**config.mk**
```make
export PLATFORM = sky130hd
export DESIGN_NAME = dcacheCtrl
export DESIGN_NICKNAME = d
export VERILOG_FILES = /design/src/common/dcachePkg.sv /design/src/dcache/dcacheCtrl.sv
export SDC_FILE = /design/constraint.sdc
export NUM_CORES = 1
export LEC_CHECK = 0
export BUFFER_PORTS_ARGS = -buffer_cell sky130_fd_sc_hd__buf_2
export CORE_MARGIN = 5
export CORE_UTILIZATION = 30
export CTS_BUF_LIST = sky130_fd_sc_hd__clkbuf_8
export CTS_CLUSTER_DIAMETER = 200
export DETAILED_ROUTE_END_ITERATION = 6
export GPL_ROUTABILITY_DRIVEN = 0
export MAX_ROUTING_LAYER = met4
export PLACE_DENSITY = 0.7
export SLEW_MARGIN = 40
export SYNTH_ARGS = -nofsm -noshare
export SYNTH_HDL_FRONTEND = slang
export SYNTH_SLANG_ARGS = --single-unit
```
**constraint.sdc**
```tcl
create_clock -name clk -period 2.08 [get_ports clk]
set_input_delay 0.104 -clock clk [delete_from_list [all_inputs] [get_ports clk]]
set_output_delay 0.104 -clock clk [all_outputs]
set_load 0.02 [all_outputs]
```
**src/common/dcachePkg.sv**
```systemverilog
`default_nettype none

package dcachePkg;

  localparam int AddrBits = 32;

  // One data or address word
  typedef logic [AddrBits-1:0] wordT;

  // Byte lane enables within a word
  typedef logic [3:0] byteMaskT;

  // Block geometry
  localparam int BlockWords = 4;
  localparam int ByteOffBits = 2;
  localparam int WordOffBits = $clog2(BlockWords);
  localparam int BlockOffBits = WordOffBits + ByteOffBits;

  // Size of a CPU load or store
  typedef enum logic [1:0] {
    SizeByte,
    SizeHalf,
    SizeWord
  } accessSizeT;

  // Writeback controller states
  typedef enum logic [2:0] {
    Ready,
    WriteBack,
    MemRead,
    NextAccess,
    Flush
  } dcacheStateT;

endpackage

`default_nettype wire
```
**src/dcache/dcacheCtrl.sv**
```systemverilog
`default_nettype none

module dcacheCtrl
  import dcachePkg::*;
#(
  parameter int numLines = 16,
  localparam int idxBits = $clog2(numLines),
  localparam int tagBits = AddrBits - BlockOffBits - idxBits
) (
  input  logic               clk,
  input  logic               reset,
  input  logic               memRead,
  input  logic               memWrite,
  input  logic               flush,
  input  wordT               addr,
  input  logic [tagBits-1:0] wayTag0,
  input  logic [tagBits-1:0] wayTag1,
  input  logic [1:0]         wayValid,
  input  logic [1:0]         wayDirty,
  input  wordT               wayWord0,
  input  wordT               wayWord1,
  input  logic               lruWay,
  output logic [idxBits-1:0] setIndex,
  output logic [WordOffBits-1:0] wordIndex,
  output logic [1:0]         wayWE,
  output logic               fromBus,
  output logic [tagBits-1:0] writeTag,
  output logic               setDirty,
  output logic               clearDirty,
  output logic               setValid,
  output logic               touchLru,
  output logic               readWay,
  output logic               stall,
  output logic               busReq,
  output logic               busWrite,
  output wordT               busAddr,
  output wordT               busWData,
  input  logic               busReady
);

  dcacheStateT state, nextState;

  logic [tagBits-1:0]     reqTag;
  logic [idxBits-1:0]     reqIdx;
  logic [WordOffBits-1:0] reqWord;
  logic [WordOffBits-1:0] beat;
  logic                   lastBeat;
  logic [idxBits:0]       flushCount;
  logic [idxBits-1:0]     flushSet;
  logic                   flushWay;
  logic                   flushLast;
  logic                   flushStep;
  logic                   flushDone;
  logic                   flushPending;
  logic                   cpuAccess;
  logic                   hit0, hit1, hit;
  logic                   victimWay;
  logic                   victimDirty;
  logic                   entryDirty;
  logic                   actWay;
  logic [tagBits-1:0]     actTag;

  // Address fields
  assign reqTag  = addr[AddrBits-1 -: tagBits];
  assign reqIdx  = addr[BlockOffBits +: idxBits];
  assign reqWord = addr[ByteOffBits +: WordOffBits];

  // A finished flush stays done until the CPU drops the request
  assign flushPending = flush & ~flushDone;
  assign cpuAccess    = (memRead | memWrite) & ~flushPending;

  // Tag compare on both ways
  assign hit0 = wayValid[0] & (wayTag0 == reqTag);
  assign hit1 = wayValid[1] & (wayTag1 == reqTag);
  assign hit  = hit0 | hit1;
  assign readWay = hit1;

  // Invalid way first, otherwise LRU
  assign victimWay   = ~wayValid[0] ? 1'b0 : (~wayValid[1] ? 1'b1 : lruWay);
  assign victimDirty = wayValid[victimWay] & wayDirty[victimWay];

  // Flush walks set and way, way in the low bit
  assign flushSet   = flushCount[idxBits:1];
  assign flushWay   = flushCount[0];
  assign flushLast  = &flushCount;
  assign entryDirty = wayValid[flushWay] & wayDirty[flushWay];

  assign lastBeat = (beat == WordOffBits'(BlockWords - 1));

  assign flushStep = ((state == Flush) & ~entryDirty) |
                     ((state == WriteBack) & flush & busReady & lastBeat);

  // Array addressing
  assign setIndex  = flush ? flushSet : reqIdx;
  assign wordIndex = ((state == WriteBack) | (state == MemRead)) ? beat : reqWord;
  assign writeTag  = reqTag;

  // Way that owns the current bus transfer
  assign actWay = flush ? flushWay : victimWay;
  assign actTag = actWay ? wayTag1 : wayTag0;

  always_ff @(posedge clk, posedge reset) begin
    if (reset) begin
      state <= Ready;
    end else begin
      state <= nextState;
    end
  end

  // Beat counter wraps back to zero after the fourth word
  always_ff @(posedge clk, posedge reset) begin
    if (reset) begin
      beat <= '0;
    end else if (((state == WriteBack) | (state == MemRead)) & busReady) begin
      beat <= beat + 1'b1;
    end
  end

  always_ff @(posedge clk, posedge reset) begin
    if (reset) begin
      flushCount <= '0;
      flushDone  <= 1'b0;
    end else begin
      if (flushStep) begin
        flushCount <= flushCount + 1'b1;
      end
      if (~flush) begin
        flushDone <= 1'b0;
      end else if (flushStep & flushLast) begin
        flushDone <= 1'b1;
      end
    end
  end

  always_comb begin
    nextState = state;
    case (state)
      Ready: begin
        if (flushPending) begin
          nextState = Flush;
        end else if (cpuAccess & ~hit) begin
          nextState = victimDirty ? WriteBack : MemRead;
        end
      end
      WriteBack: begin
        if (busReady & lastBeat) begin
          if (flush) begin
            nextState = flushLast ? Ready : Flush;
          end else begin
            nextState = MemRead;
          end
        end
      end
      MemRead: begin
        if (busReady & lastBeat) begin
          nextState = NextAccess;
        end
      end
      // Line is resident, the access completes as a hit in Ready
      NextAccess: nextState = Ready;
      Flush: begin
        if (entryDirty) begin
          nextState = WriteBack;
        end else if (flushLast) begin
          nextState = Ready;
        end
      end
      default: nextState = Ready;
    endcase
  end

  // Array update strobes
  always_comb begin
    wayWE      = 2'b00;
    fromBus    = 1'b0;
    setDirty   = 1'b0;
    clearDirty = 1'b0;
    setValid   = 1'b0;
    touchLru   = 1'b0;
    case (state)
      Ready: begin
        // wayWE also names the used way for the LRU update on loads
        if (cpuAccess & hit) begin
          wayWE    = hit1 ? 2'b10 : 2'b01;
          setDirty = memWrite;
          touchLru = 1'b1;
        end
      end
      MemRead: begin
        if (busReady) begin
          wayWE      = victimWay ? 2'b10 : 2'b01;
          fromBus    = 1'b1;
          setValid   = lastBeat;
          clearDirty = lastBeat;
        end
      end
      WriteBack: begin
        // A refill cleans the line itself, only flush needs this
        if (flush & busReady & lastBeat) begin
          wayWE      = flushWay ? 2'b10 : 2'b01;
          clearDirty = 1'b1;
        end
      end
      default: ;
    endcase
  end

  assign stall = (state != Ready) | flushPending | (cpuAccess & ~hit);

  assign busReq   = (state == WriteBack) | (state == MemRead);
  assign busWrite = (state == WriteBack);

  // Word address, that is the byte address shifted right by two
  assign busAddr = (state == WriteBack) ?
                   {{ByteOffBits{1'b0}}, actTag, setIndex, beat} :
                   {{ByteOffBits{1'b0}}, reqTag, reqIdx, beat};
  assign busWData = actWay ? wayWord1 : wayWord0;

endmodule

`default_nettype wire

```
==> impl_metrics.env <==
export IMPL_finalHoldViolCount=0
export IMPL_r2r_worst_path_cells=5
export IMPL_tritoncts="done"
export IMPL_peak_supply_drop_v=0.000248
export IMPL_die_height_um=102
export IMPL_hold_path_startpoint="busReady"
export IMPL_met3_length_um=914
export IMPL_place_port_buffers=255
export IMPL_outcome="complete, no violations"
export IMPL_report_power_total_mw=2.71
export IMPL_max_cap_viol_count=0
export IMPL_global_route_usage_total_pct=17.8
export IMPL_count_of_h_tree_levels_built_during_cts=1
export IMPL_cts_buffers_inserted=3
export IMPL_seq_area_frac_synth_pct=10.9
export IMPL_layoutNonFillerInstCount=633
export IMPL_unrepaired_setup_endpoints_after_global_routing="no"
export IMPL_grt_antenna_before_repair=2
export IMPL_critPathKind="flip-flop to output pin"
export IMPL_postLayoutCellArea_um2=3780
export IMPL_first_pass_grt_wire_length_mm=14.3
export IMPL_synthesis_area_um2=2520
export IMPL_syn_instance_count=303
export IMPL_reg2reg_setup_slack_ps=340
export IMPL_placed_cells=625
export IMPL_drt_first_iter_violations=46
export IMPL_r2r_end="flushCount[1]"
export IMPL_period_utilisation_layout_pct=93.4
export IMPL_yosysMostFrequentCell="mux2_2"
export IMPL_m1WireLength_mm=3.80
export IMPL_routed_top_layer="met4"
export IMPL_commonest_cells_in_the_netlist="mux2_2 (46), buf_4 (33), xnor2_1 (31)"
export IMPL_core_area_um2=8180
export IMPL_async_reset_ff_share_pct=100
export IMPL_final_period_minus_worst_setup_slack_ps=1940
export IMPL_ys_top_cells_by_area="mux2_2 (21%), dfrtp_1 (11%), xnor2_1 (11%), buf_4 (9.8%), mux2i_1 (9.5%)"
export IMPL_drive_gt1_share_pct=61.0
export IMPL_critPathArrivalTime_ps=1840
export IMPL_synth_cell_types=37
export IMPL_routed_wl_met2_mm=5.23
export IMPL_drc=0
export IMPL_via_count=3015
export IMPL_die_area_um2=10300
export IMPL_startpoint_type="flip-flop"
export IMPL_placement_cell_area_um2=3710
export IMPL_area_delta_synth_final_pct=50.4
export IMPL_worst_ep_required_time_ps=1980
export IMPL_postSynthRegisterBits=11
export IMPL_fillers=838
export IMPL_floorplan_initialDensity_pct=30.8
export IMPL_total_leakage_power_nw=1.95
export IMPL_dp_hpwl_mm=8.77
export IMPL_final_seq_area_um2=277
export IMPL_multi_input_comb_area_um2=1950
export IMPL_yosys_warnings=0
export IMPL_routed_wl_mm=10.0
export IMPL_antenna_left=0
export IMPL_setup_worst_path_end_class="output pin"
export IMPL_grt_start_max_net_pins=55
export IMPL_power_per_cell_area_nw_per_um2=717
export IMPL_synth_largest_type_area_fraction_pct=20.6
export IMPL_min_delay_path_depth=3
export IMPL_detail_route_vias_per_cell=4.76
export IMPL_first_global_vias=2976
export IMPL_clkTransAtPathRegs_ps=50
export IMPL_io_pins=260
export IMPL_r2r_start="state[2]"
export IMPL_hold_path_class="input port to flip-flop"
export IMPL_wire_per_inst_um=15.8
export IMPL_clock_path_buffers=2
export IMPL_fmax_ghz=0.515
export IMPL_cts_root_buf="clkbuf_8"
export IMPL_layout_nets=685
export IMPL_placement_rows=33
export IMPL_clock_latency_ps=240
export IMPL_holdPathEnd="beat[0]"
export IMPL_die_width_um=102
export IMPL_core_util_final_pct=46.3
export IMPL_finalMaxSlewViolations=0
export IMPL_synth_enable_flop_cells=0
export IMPL_avgSynthCellArea_um2=8.30
export IMPL_cts_sinks=11
export IMPL_grt_remaining_overflow=0
export IMPL_drtPass1Iterations=4
export IMPL_synthFlopType="dfrtp_1"
export IMPL_cp_max_fo=54
export IMPL_setup_viol_count_final=0
export IMPL_timing_setup_tns_ps=0
export IMPL_synthDominantAreaCellType="mux2_2"
export IMPL_finalClockSkew_ps=5.59
cell usage in the layout (no fill, tap or decap), types with 3 or more instances in the layout:
cell type,count
a21oi_1,30
buf_2,255
clkbuf_8,3
dfrtp_1,10
ha_1,3
inv_1,9
mux2_2,46
mux2i_1,24
nand2_1,14
nand2b_1,3
nand4_1,7
nor2_1,28
nor4_1,4
nor4_2,3
xnor2_1,31
xor2_1,22
routing by layer:
metal	vias to the layer above	global-route usage, %
li1	1485	-
met1	1370	19.2
met2	154	34.1
met3	6	2.82
met4	0	3.37
met5	-	-
power by group:
group	switching, mW	internal, mW
clock network	0.0792	0.130
logic	1.16	0.886
registers	0.154	0.304
flip-flops by register name (all words and copies together), names as in the netlist:
signal / cells
beat: 2
flushDone: 1
flushCount: 5
state: 3
cell type report:
cell class              instances  area share, %
multi-input cells             243           51.6
repair buffers                260           35.5
flip-flops and latches         11           7.31
well taps                     105           3.47
clock buffers                   3           1.09
inverters                       8          0.793
diodes                          2          0.132
clock inverters                 1         0.0992
worst max-delay path: stages (launching register included):
cell     delay (ps)
dfrtp_1         510
nor3b_4         290
buf_12          250
mux2_2          370
buf_2           160
stage by stage:
| stage | worst slack (ps) | hold WS [ps] |
|---|---|---|
| 2_1_floorplan | 393 | -43.6 |
| 3_3_place_gp | 271 | 117 |
| 3_5_place_dp | 237 | 129 |
| 4_1_cts | 4.67 | 213 |
| 5_1_grt | 33.0 | 239 |
| 6_report | 137 | 208 |
cells by family (layout without fill, tap and decap cells):
logic type | Yosys count | after routing | share of synthesized area (%)
AOI/OAI and AO/OA | 42 | 42 | 10.3
xor gates and xnor gates | 53 | 53 | 18.4
adders and majority gates | 3 | 3 | 1.49
buffers and inverters | 50 | 272 | 12.6
DFF | 11 | 11 | 10.9
muxes | 70 | 70 | 30.1
other | 1 | 4 | 0.149
and+or+nand+nor | 73 | 73 | 16.0
repair_timing:
action,in CTS,in global routing
endpoints found under the hold margin,11,0
setup buffers,0,1
gates resized for setup,0,3
hold buffers,1,0
setup endpoints to repair,0,7
worst max-delay path by stage:
stage / startpoint / endpoint / depth (start not counted)
after global routing: state[2] / wayWE[0] / 7
after global placement: addr[8] / stall / 8
after CTS: state[0] / busAddr[3] / 4
after detailed placement: addr[8] / stall / 8
after floorplan: state[0] / wayWE[0] / 4
final: state[2] / busAddr[3] / 4
No activity file was read; power rests on OpenSTA's default activity.
