[src/common/dcachePkg.sv]
`default_nettype none

package dcachePkg;

  localparam int AddrBits = 32;

  // One data or address word
  typedef logic [AddrBits-1:0] wordT;

  // Byte lane enables within a word
  typedef logic [3:0] byteMaskT;

  // Block geometry
  localparam int BlockWords = 4;
  localparam int ByteOffBits = 2;
  localparam int WordOffBits = $clog2(BlockWords);
  localparam int BlockOffBits = WordOffBits + ByteOffBits;

  // Size of a CPU load or store
  typedef enum logic [1:0] {
    SizeByte,
    SizeHalf,
    SizeWord
  } accessSizeT;

  // Writeback controller states
  typedef enum logic [2:0] {
    Ready,
    WriteBack,
    MemRead,
    NextAccess,
    Flush
  } dcacheStateT;

endpackage

`default_nettype wire
[src/hw/lsuAlign.sv]
`default_nettype none

module lsuAlign
  import dcachePkg::*;
(
  input  accessSizeT accessSize,
  input  logic       signedLoad,
  input  logic [1:0] byteOffset,
  input  wordT       storeData,
  input  wordT       readWord,
  output byteMaskT   byteMask,
  output wordT       laneData,
  output wordT       loadData
);

  wordT shifted;

  // Store side, the mask picks which replicated lanes land
  always_comb begin
    case (accessSize)
      SizeByte: begin
        byteMask = byteMaskT'(4'b0001 << byteOffset);
        laneData = {4{storeData[7:0]}};
      end
      SizeHalf: begin
        byteMask = byteOffset[1] ? 4'b1100 : 4'b0011;
        laneData = {2{storeData[15:0]}};
      end
      default: begin
        byteMask = 4'b1111;
        laneData = storeData;
      end
    endcase
  end

  // Bring the addressed lanes down to bit 0
  assign shifted = readWord >> {byteOffset, 3'b000};

  always_comb begin
    case (accessSize)
      SizeByte: loadData = {{24{signedLoad & shifted[7]}}, shifted[7:0]};
      SizeHalf: loadData = {{16{signedLoad & shifted[15]}}, shifted[15:0]};
      default:  loadData = readWord;
    endcase
  end

endmodule

`default_nettype wire

[config.mk]
export PLATFORM = sky130hd
export DESIGN_NAME = lsuAlign
export DESIGN_NICKNAME = d
export VERILOG_FILES = /design/src/common/dcachePkg.sv /design/src/hw/lsuAlign.sv
export SDC_FILE = /design/constraint.sdc
export NUM_CORES = 1
export LEC_CHECK = 0
export ABC_CLOCK_PERIOD_IN_PS = 1550
export BUFFER_PORTS_ARGS = -buffer_cell sky130_fd_sc_hd__buf_2
export CORE_UTILIZATION = 37
export DETAILED_ROUTE_END_ITERATION = 16
export GPL_TIMING_DRIVEN = 0
export PLACE_DENSITY = 0.85
export SLEW_MARGIN = 20
export SYNTH_ARGS = -nofsm -noshare
export SYNTH_HDL_FRONTEND = slang
export SYNTH_SLANG_ARGS = --single-unit
[constraint.sdc]
create_clock -name vclk -period 1.55
set_input_delay 0.31 -clock vclk [all_inputs]
set_output_delay 0.31 -clock vclk [all_outputs]
set_load 0.05 [all_outputs]
==> results, run 1 <==
- The xor and xnor fraction of the mapped netlist area is 0%.
- The top cell type by total area after synthesis is sky130_fd_sc_hd__mux2i_1.
- Entering global routing, the biggest net connects 11 pins.
- The floorplan has 21 rows.
- The flow did not finish.
- After the last repair the worst path ends at a primary output.
- After detailed placement, the total cell area comes to 2410 um^2.
- The total half-perimeter wirelength after legalization and detailed placement is 4130 um.
- The synthesized-area fraction occupied by ao, oa, aoi and oai cells is 22.2%.
- The post-synthesis instance total is 200.
- The final RePlAce weighted congestion is 0.857.
- The die boundary height is 60.9 um.
- Once the floorplan was initialized, standard cells occupied 38.4% of the core.
- The adder and majority cell fraction of the synthesized area is 0%.
- In this run the horizontal extent of the chip is 60.9 um.
- The tool reported: "[ERROR DPL-0033] detailed placement checks failed during check placement".
- The synthesized design devotes to its leading area cell type 19.5% of total area.
- The mapped netlist covers 1280 um^2.
- The stage where the flow stopped is 5_1_grt.
- Averaged over all synthesized cells, the footprint is 6.41 um^2.
- The post-synth net total is 269.
- For this run, the number of Yosys warnings is 0.
- The portion of synthesized area spent on multiplexers is 33.6%.
- The count of pins on the block boundary is 137.
- Summing the areas of all and, or, nand and nor instances in the mapped netlist gives 31.0% of the synthesized area.
- The initial antenna violation count was 0.
- The worst setup timing slack at the placement stage is -489 ps.
- The count of port buffers added during placement is 133.
- The proportion of synthesized chip area in sequential cells is 0%.
- The main combinational cell family by area after synthesis is multiplexers.
- The number of distinct standard cells referenced by the synthesized netlist is 28.
- Yosys attributes the largest share of cell area to sky130_fd_sc_hd__mux2i_1 20%, sky130_fd_sc_hd__nand2_1 16%, sky130_fd_sc_hd__mux2_2 14%.
- When the global-route repair_timing finished, the worst setup path ended at loadData[29].
kinds of logic after synthesis:
group	Yosys count
buffers and inverters	27
and+or+nand+nor	85
AOI/OAI and AO/OA	47
muxes	41
Yosys cell counts:
cell type / count
sky130_fd_sc_hd__a21oi_1: 16
sky130_fd_sc_hd__mux2i_1: 25
sky130_fd_sc_hd__nand3b_1: 1
sky130_fd_sc_hd__nor4b_2: 1
sky130_fd_sc_hd__nand3_2: 1
sky130_fd_sc_hd__and2b_1: 1
sky130_fd_sc_hd__and3b_1: 1
sky130_fd_sc_hd__o2bb2ai_1: 8
sky130_fd_sc_hd__a31oi_1: 1
sky130_fd_sc_hd__buf_2: 6
sky130_fd_sc_hd__nand2_1: 56
sky130_fd_sc_hd__clkbuf_1: 6
sky130_fd_sc_hd__nand3_1: 1
sky130_fd_sc_hd__o211ai_1: 1
sky130_fd_sc_hd__buf_1: 1
sky130_fd_sc_hd__nor2_1: 10
sky130_fd_sc_hd__mux2_2: 16
sky130_fd_sc_hd__buf_6: 3
sky130_fd_sc_hd__inv_1: 1
sky130_fd_sc_hd__o21ai_0: 15
sky130_fd_sc_hd__nand2b_1: 1
sky130_fd_sc_hd__nor2b_1: 10
sky130_fd_sc_hd__buf_4: 10
sky130_fd_sc_hd__o21bai_2: 1
sky130_fd_sc_hd__o21bai_1: 4
sky130_fd_sc_hd__nor3_4: 1
sky130_fd_sc_hd__o21ai_1: 1
sky130_fd_sc_hd__nor2_4: 1
stage by stage:
step | utilization (%) | instances
after floorplan | - | 200
after CTS | 91.6 | 392
after global placement | 72.1 | 379
after detailed placement | 72.1 | 379
timing repair:
item	CTS
setup endpoints to repair	59
buffers inserted	13
hold buffers	0
pin swaps	5
resized for setup	149
==> run 2, diff against run 1 <==
--- a/config.mk
+++ b/config.mk
@@ -7,10 +7,11 @@
 export LEC_CHECK = 0
 export ABC_CLOCK_PERIOD_IN_PS = 1550
 export BUFFER_PORTS_ARGS = -buffer_cell sky130_fd_sc_hd__buf_2
-export CORE_UTILIZATION = 37
+export CORE_AREA = 2 2 63 65
 export DETAILED_ROUTE_END_ITERATION = 16
+export DIE_AREA = 0 0 65 67
 export GPL_TIMING_DRIVEN = 0
-export PLACE_DENSITY = 0.85
+export PLACE_DENSITY_LB_ADDON = 0.15
 export SLEW_MARGIN = 20
 export SYNTH_ARGS = -nofsm -noshare
 export SYNTH_HDL_FRONTEND = slang
==> run 2 against run 1 <==
The flow now finishes, with violations (setup timing). Synthesized area unchanged. Synthesized cell count unchanged.
==> results, run 2 <==
- The element type at the critical path end is a primary output.
- The worst setup timing slack at the placement stage is -462 ps (was -489 ps).
- The final setup slack of the worst path is -268 ps.
- The headroom to the max-slew limit is 78.6%.
- The tightest hold path in the finished design has a slack of 962 ps.
- The final count of pins violating max slew was 0.
- The count of port buffers added during placement was 133 (unchanged).
- Clock buffers in the final layout number 0.
- For the pin with the worst max-slew slack, the measured transition is 322 ps.
- The average cell area after synthesis is 6.41 um^2 (unchanged).
- The proportion of synthesized chip area in sequential cells is 0% (unchanged).
- STA classifies the critical path startpoint as an input port.
- The share of power burned in registers is 0%.
- The initial antenna violation count is 0.
- Setup violations remaining at the end of the flow were counted as 40.
- The area share of the largest cell type after synthesis was 19.5% (unchanged).
- The share of post-route cells with drive strength above 1 is 74.7%.
- For this run the aggregate overflow at the end of global routing stands at 0.
- The final cycle utilization of the critical path is 117%.
- Main area contributors after synthesis: sky130_fd_sc_hd__mux2i_1 20%, sky130_fd_sc_hd__nand2_1 16%, sky130_fd_sc_hd__mux2_2 14% (unchanged).
- Derived from the worst setup path, the maximum achievable clock frequency is 0.550 GHz.
- The combinational share of power is 100.0%.
- The class of the tightest hold or removal check is in -> out.
- The repair_antennas step left the layout with diodes totalling 0.
- The first TritonRoute pass finished after 4 iterations.
- From synthesis to final layout, the design area changed by 142%.
- The number of instances on the worst hold path is 4.
- In the final routed layout, each cell accounts on average for 16.1 um.
- The worst IR drop on VDD is 0.361 mV.
- After detailed routing, the number of remaining DRC violations is 0.
- The detail route stage leaves a number of antenna-violating nets equal to 0.
- Summed over all layers, the routed wires come to 6300 um.
- STA puts the critical path data required time at 1240 ps.
- The die boundary height is 67 um (was 60.9 um).
- The setup path with the least slack is of type in -> out.
- Cells fill 86.1% of the core in the end.
- Of all nets on the critical path, the largest fanout is 6.
- The via count of the first global-routing pass is 2109.
- The number of hold violations in the final report is 0.
- The total half-perimeter wirelength after legalization and detailed placement is 4330 um (was 4130 um).
- The row count is 22 (was 21).
- The startpoint identified for the worst hold timing path is storeData[27].
- The final RePlAce weighted congestion is 0.819 (was 0.857).
- The internal power is 0.627 mW.
- Dividing total power by cell area gives a power density of 515 nW/um^2.
- Leaving out fill and tap cells, the most frequent cells in the layout are 85 x sky130_fd_sc_hd__buf_2, 37 x sky130_fd_sc_hd__nand2_1, 29 x sky130_fd_sc_hd__buf_6.
- Setup repair after global routing could not meet its margin everywhere.
- The number of synthesis warnings was 0 (unchanged).
- The cell with the most instances after synthesis is sky130_fd_sc_hd__nand2_1 (unchanged).
- In this run the static leakage power is 1.49 nW.
- The post-synthesis instance total is 200 (unchanged).
- The mapped cell area is 1280 um^2 (unchanged).
- Entering global routing, the biggest net connects 11 pins.
- The count of pins on the block boundary is 137 (unchanged).
- There are 0 flip-flops and latches.
- The overall via count from detail_route is 2063.
- The overall die width is 65 um (was 60.9 um).
- The number of distinct standard cells referenced by the synthesized netlist is 28 (unchanged).
- For the finished layout, the period the worst path requires is 1820 ps.
- The post-synth net total is 269 (unchanged).
- After detailed routing, the number of vias per cell comes to 5.26.
- The detailed router finished its first iteration with 98 violations.
- The clock network fraction of total power is 0%.
- The most common library cell in the layout ignoring fill and taps is sky130_fd_sc_hd__buf_2.
- The top cell type by total area after synthesis is sky130_fd_sc_hd__mux2i_1 (unchanged).
- The net count of the finished layout is 415.
- The fraction of power spent switching nets is 60.8%.
- In this run the power spent charging and discharging nets is 0.972 mW.
- STA puts the critical path data arrival time at 1510 ps.
- Most frequent cells after synthesis: 56 x sky130_fd_sc_hd__nand2_1, 25 x sky130_fd_sc_hd__mux2i_1, 16 x sky130_fd_sc_hd__a21oi_1, 16 x sky130_fd_sc_hd__mux2_2, 15 x sky130_fd_sc_hd__o21ai_0 (unchanged).
- The total die area is 4360 um^2.
- Registers take 0 um^2.
- The reported max-cap violation count is 0.
- The core footprint is 3610 um^2.
- The final reports fail on setup timing.
- The first global-routing pass estimated 9570 um of wire.
- The endpoint of the worst hold-timing path is laneData[27].
- Global routing used 27.5% of the available tracks.
- The starting density of the core came to 35.6% (was 38.4%).
- Run status: complete, but fails checks (was did not finish).
==> run 2: how the worst max path moves through the flow <==
stage	from	to	slack, ps	cells past startpoint
2_1_floorplan	byteOffset[0]	loadData[10]	-280	5
3_3_place_gp	byteOffset[0]	loadData[15]	-460	6
3_5_place_dp	byteOffset[0]	loadData[15]	-460	6
4_1_cts	byteOffset[0]	loadData[10]	-240	7
5_1_grt	byteOffset[0]	loadData[11]	-330	7
6_report	byteOffset[0]	loadData[11]	-270	7
==> run 2: cell type report <==
| type | instances | area, um^2 |
|---|---|---|
| Tap cell | 48 | 60.1 |
| Fill cell | 209 | 503 |
| Timing Repair Buffer | 145 | 1160 |
| Inverter | 1 | 3.75 |
| Buffer | 25 | 251 |
| Multi-Input combinational cell | 173 | 1630 |
==> run 2: stage by stage <==
stage / std cells / instance area (um^2) / total power, mW / TNS [ps]
detailed placement: 381 / 2410 / 1.28 / -17820
CTS: 391 / 3020 / 1.55 / -5890
global placement: 381 / 2410 / 1.27 / -17540
finish: 392 / 3100 / 1.60 / -7050
floorplan: 200 / 1680 / 0.982 / -4130
global route: 392 / 3100 / 1.66 / -8840
==> run 2: cells by family (layout without fill, tap and decap cells) <==
group                  Yosys count  in the layout  synth area share (%)
buffers and inverters           27            171                  13.2
muxes                           41             41                  33.6
and+or+nand+nor                 85             85                  31.0
AOI/OAI and AO/OA               47             47                  22.2
==> run 2: critical path, stage by stage <==
cell                      delay, ps
sky130_fd_sc_hd__buf_12         110
sky130_fd_sc_hd__mux2i_4        230
sky130_fd_sc_hd__and3b_2        250
sky130_fd_sc_hd__nor3_4         210
sky130_fd_sc_hd__buf_6          170
sky130_fd_sc_hd__a21oi_2         70
sky130_fd_sc_hd__buf_6          150
==> run 2: power by group through the flow <==
stage / Clock [mW] / Combinational [mW] / Sequential (mW)
finish: 0 / 1.60 / 0
global route: 0 / 1.66 / 0
CTS: 0 / 1.55 / 0
detailed placement: 0 / 1.28 / 0
global placement: 0 / 1.27 / 0
floorplan: 0 / 0.982 / 0
==> run 2: routing by layer <==
metal	part of all wire, %	GRT usage, %	up-vias	routed length [um]
li1	-	-	977	-
met4	1.8	5.05	0	111
met2	54	57.0	110	3410
met1	36	29.5	964	2280
met5	0	0	-	0
met3	7.9	3.04	12	496
==> run 2: timing repair <==
item / in CTS / in global routing
setup buffers: 10 / 2
hold buffers: 0 / 0
setup endpoints to repair: 59 / 55
resized for setup: 151 / 21
pin swaps: 5 / 5
Power figures use the tool's default switching activity.
==> run 3, diff against run 2 <==
--- a/config.mk
+++ b/config.mk
@@ -7,9 +7,10 @@
 export LEC_CHECK = 0
 export ABC_CLOCK_PERIOD_IN_PS = 1550
 export BUFFER_PORTS_ARGS = -buffer_cell sky130_fd_sc_hd__buf_2
-export CORE_AREA = 2 2 63 65
+export CELL_PAD_IN_SITES_DETAIL_PLACEMENT = 0
+export CELL_PAD_IN_SITES_GLOBAL_PLACEMENT = 1
+export CORE_UTILIZATION = 22
 export DETAILED_ROUTE_END_ITERATION = 16
-export DIE_AREA = 0 0 65 67
 export GPL_TIMING_DRIVEN = 0
 export PLACE_DENSITY_LB_ADDON = 0.15
 export SLEW_MARGIN = 20
==> run 3 against run 2 <==
The run still ends with setup timing left. Fmax is 3.1% higher. Sequential share of layout area stayed put. Final area is 0.97% higher. Critical path depth stayed put. Count of clock-buffer cells in the layout stayed put. Routed wire length is 3.8% lower. Sequential cell count stayed put. Worst setup slack better by 55 ps. Hold slack worse by 4.5 ps. Largest power group unchanged.
==> results, run 3 (synthesis results as in run 2) <==
- The class of the tightest hold or removal check is in -> out (unchanged).
- The final RePlAce weighted congestion is 0.752 (was 0.819).
- The count of fill cells added during filler insertion came to 525 (was 209).
- The cell total after placement is 405 (was 381).
- The count of port buffers added during placement came to 133 (unchanged).
- The worst IR drop on VDD is 0.275 mV (was 0.361 mV).
- The cell with the biggest individual delay on the critical path is sky130_fd_sc_hd__o211ai_1 (was sky130_fd_sc_hd__and3b_2).
- The initial antenna violation count is 0 (unchanged).
- The number of detailed-route iterations in the first pass is 4 (unchanged).
- The layout sequential cell count is 0 (unchanged).
- The iteration-0 DRC count of the detailed router is 52 (was 98).
- The highest cell delay on the worst timing path came to 280 ps (was 250 ps).
- The post-route non-filler standard cell count came to 415 (was 392).
- The worst path arrival time is 1450 ps (was 1510 ps).
- The die boundary height is 78.4 um (was 67 um).
- RSZ-0062 raised after global routing: yes (unchanged).
- The total power density per cell area is 507 nW/um^2 (was 515 nW/um^2).
- Violated checks: setup timing (unchanged).
- The via count of the first global-routing pass is 1920 (was 2109).
- The net total in the final layout is 414 (was 415).
- The overall track demand over capacity in global routing is 18.8% (was 27.5%).
- The overall die width is 78.4 um (was 65 um).
- The kind of cell adding the most delay to the critical path is buffers and inverters (was simple AND/OR/NAND/NOR gates).
- The antenna diode instance count was 0 (unchanged).
- The layout overhead on the synthesized area is 144% (was 142%).
- The largest fanout on the critical path is 10 (was 6).
- The count of pins on the block boundary is 137 (unchanged).
- The clock buffer instance count of the final layout came to 0 (unchanged).
- Cells traversed along the worst timing path: buf_12 -> mux2i_4 -> o211ai_1 -> nand3_4 -> buf_12 -> nand2_4 -> buf_8 (was buf_12 -> mux2i_4 -> and3b_2 -> nor3_4 -> buf_6 -> a21oi_2 -> buf_6).
- Run status: complete, but fails checks (unchanged).
- The wire length of the first global-routing pass is 9360 um (was 9570 um).
- The final cycle utilization of the critical path came to 114% (was 117%).
- The headroom to the max-slew limit is 75.4% (was 78.6%).
- The total congestion overflow after global routing is 0 (unchanged).
- The starting density of the core is 23.0% (was 35.6%).
- The residual DRC count came to 0 (unchanged).
- The row count is 27 (was 22).
- The element type at the critical path end is a primary output (unchanged).
- The final setup slack of the worst path is -213 ps (was -268 ps).
- The required time at the worst-slack endpoint is 1240 ps (about the same).
- The core footprint came to 5570 um^2 (was 3610 um^2).
- The maximum clock frequency came to 0.567 GHz (was 0.550 GHz).
- The kind of critical path was in -> out (unchanged).
- The most common library cell in the layout ignoring fill and taps is sky130_fd_sc_hd__buf_2 (unchanged).
- The most prevalent standard cell on the critical path is sky130_fd_sc_hd__buf_12 (was sky130_fd_sc_hd__buf_6).
- The buffers plus inverters on the worst setup path is 3 (unchanged).
- The kind of launch point of the worst setup path is an input port (unchanged).
- The setup-violating endpoint count in the final report was 43 (was 40).
- The total die area is 6140 um^2 (was 4360 um^2).
- The number of hold violations in the final report is 0 (unchanged).
- The cell area reported after detailed placement is 2440 um^2 (was 2410 um^2).
- The cell area after layout is 3130 um^2 (was 3100 um^2).
- The routed length per placed instance is 14.6 um (was 16.1 um).
- The sum of routed wire length over all layers is 6060 um (was 6300 um).
- The total half-perimeter wirelength after legalization and detailed placement was 4550 um (was 4330 um).
- The storage element area is 0 um^2 (unchanged).
- Top library cells by usage in the layout, fill and taps aside: 84 x sky130_fd_sc_hd__buf_2, 37 x sky130_fd_sc_hd__nand2_1, 28 x sky130_fd_sc_hd__buf_6 (was 85 x sky130_fd_sc_hd__buf_2, 37 x sky130_fd_sc_hd__nand2_1, 29 x sky130_fd_sc_hd__buf_6).
- The reported max-cap violation count was 0 (unchanged).
- The time the final worst path needs with I/O delays and setup came to 1760 ps (was 1820 ps).
- The share of post-route cells with drive strength above 1 is 74.1% (was 74.7%).
- The overall via count from detail_route is 1975 (was 2063).
- The number of nets with antenna violations after detailed routing is 0 (unchanged).
- The largest net degree at the start of global routing is 11 (unchanged).
- The leakage power summed over all cells is 1.50 nW (was 1.49 nW).
- The number of vias per cell came to 4.76 (was 5.26).
- The final count of pins violating max slew came to 0 (unchanged).
- The actual slew at the worst max-slew pin came to 370 ps (was 322 ps).
-- run 3: final cells by class --
class	count	area [um^2]	area share, %
buffer	26	278	8.87
inverter	1	3.75	0.120
multi-input combinational	173	1610	51.4
tap	72	90.1	2.88
timing repair buffer	143	1150	36.8
-- run 3: per-layer routing --
metal / track usage [%] / part of all wire [%]
met1: 23.7 / 42
met2: 35.4 / 51
met3: 2.67 / 6.9
met4: 0 / 0
met5: 0 / 0
-- run 3: through the flow --
step / setup TNS, ps / hold WS, ps / total power, mW / setup WS, ps / util (%)
global placement: -19590 / 1030 / 1.28 / -483 / 43.8
CTS: -5560 / 959 / 1.57 / -207 / 55.3
floorplan: -4130 / 787 / 0.982 / -275 / -
detailed placement: -20070 / 1030 / 1.29 / -483 / 43.8
global route: -7670 / 971 / 1.66 / -266 / 56.2
finish: -5910 / 957 / 1.59 / -213 / 56.2
-- run 3: path summary, 6_finish.rpt --
kind	start	slack, ps	to	cells after the start
max	byteOffset[0]	-210	loadData[31]	7
min	readWord[3]	960	loadData[3]	4
-- run 3: report_power, final --
part,leakage (nW),internal (mW),switching [mW]
Clock,0,0,0
Combinational,1.50,0.630,0.959
Sequential,0,0,0
Total,1.50,0.630,0.959
-- run 3: what timing repair did --
item	4_1_cts	5_1_grt
endpoints found under the hold margin	0	0
pin swaps	6	3
gates resized for setup	158	11
hold buffers	0	0
setup endpoints to repair	59	44
buffers inserted	9	1
-- run 3: worst min-delay path, cell delays in order --
cell and delay [ps]:
sky130_fd_sc_hd__buf_2 80, sky130_fd_sc_hd__nand2_2 50, sky130_fd_sc_hd__o21ai_4 50, sky130_fd_sc_hd__buf_6 150
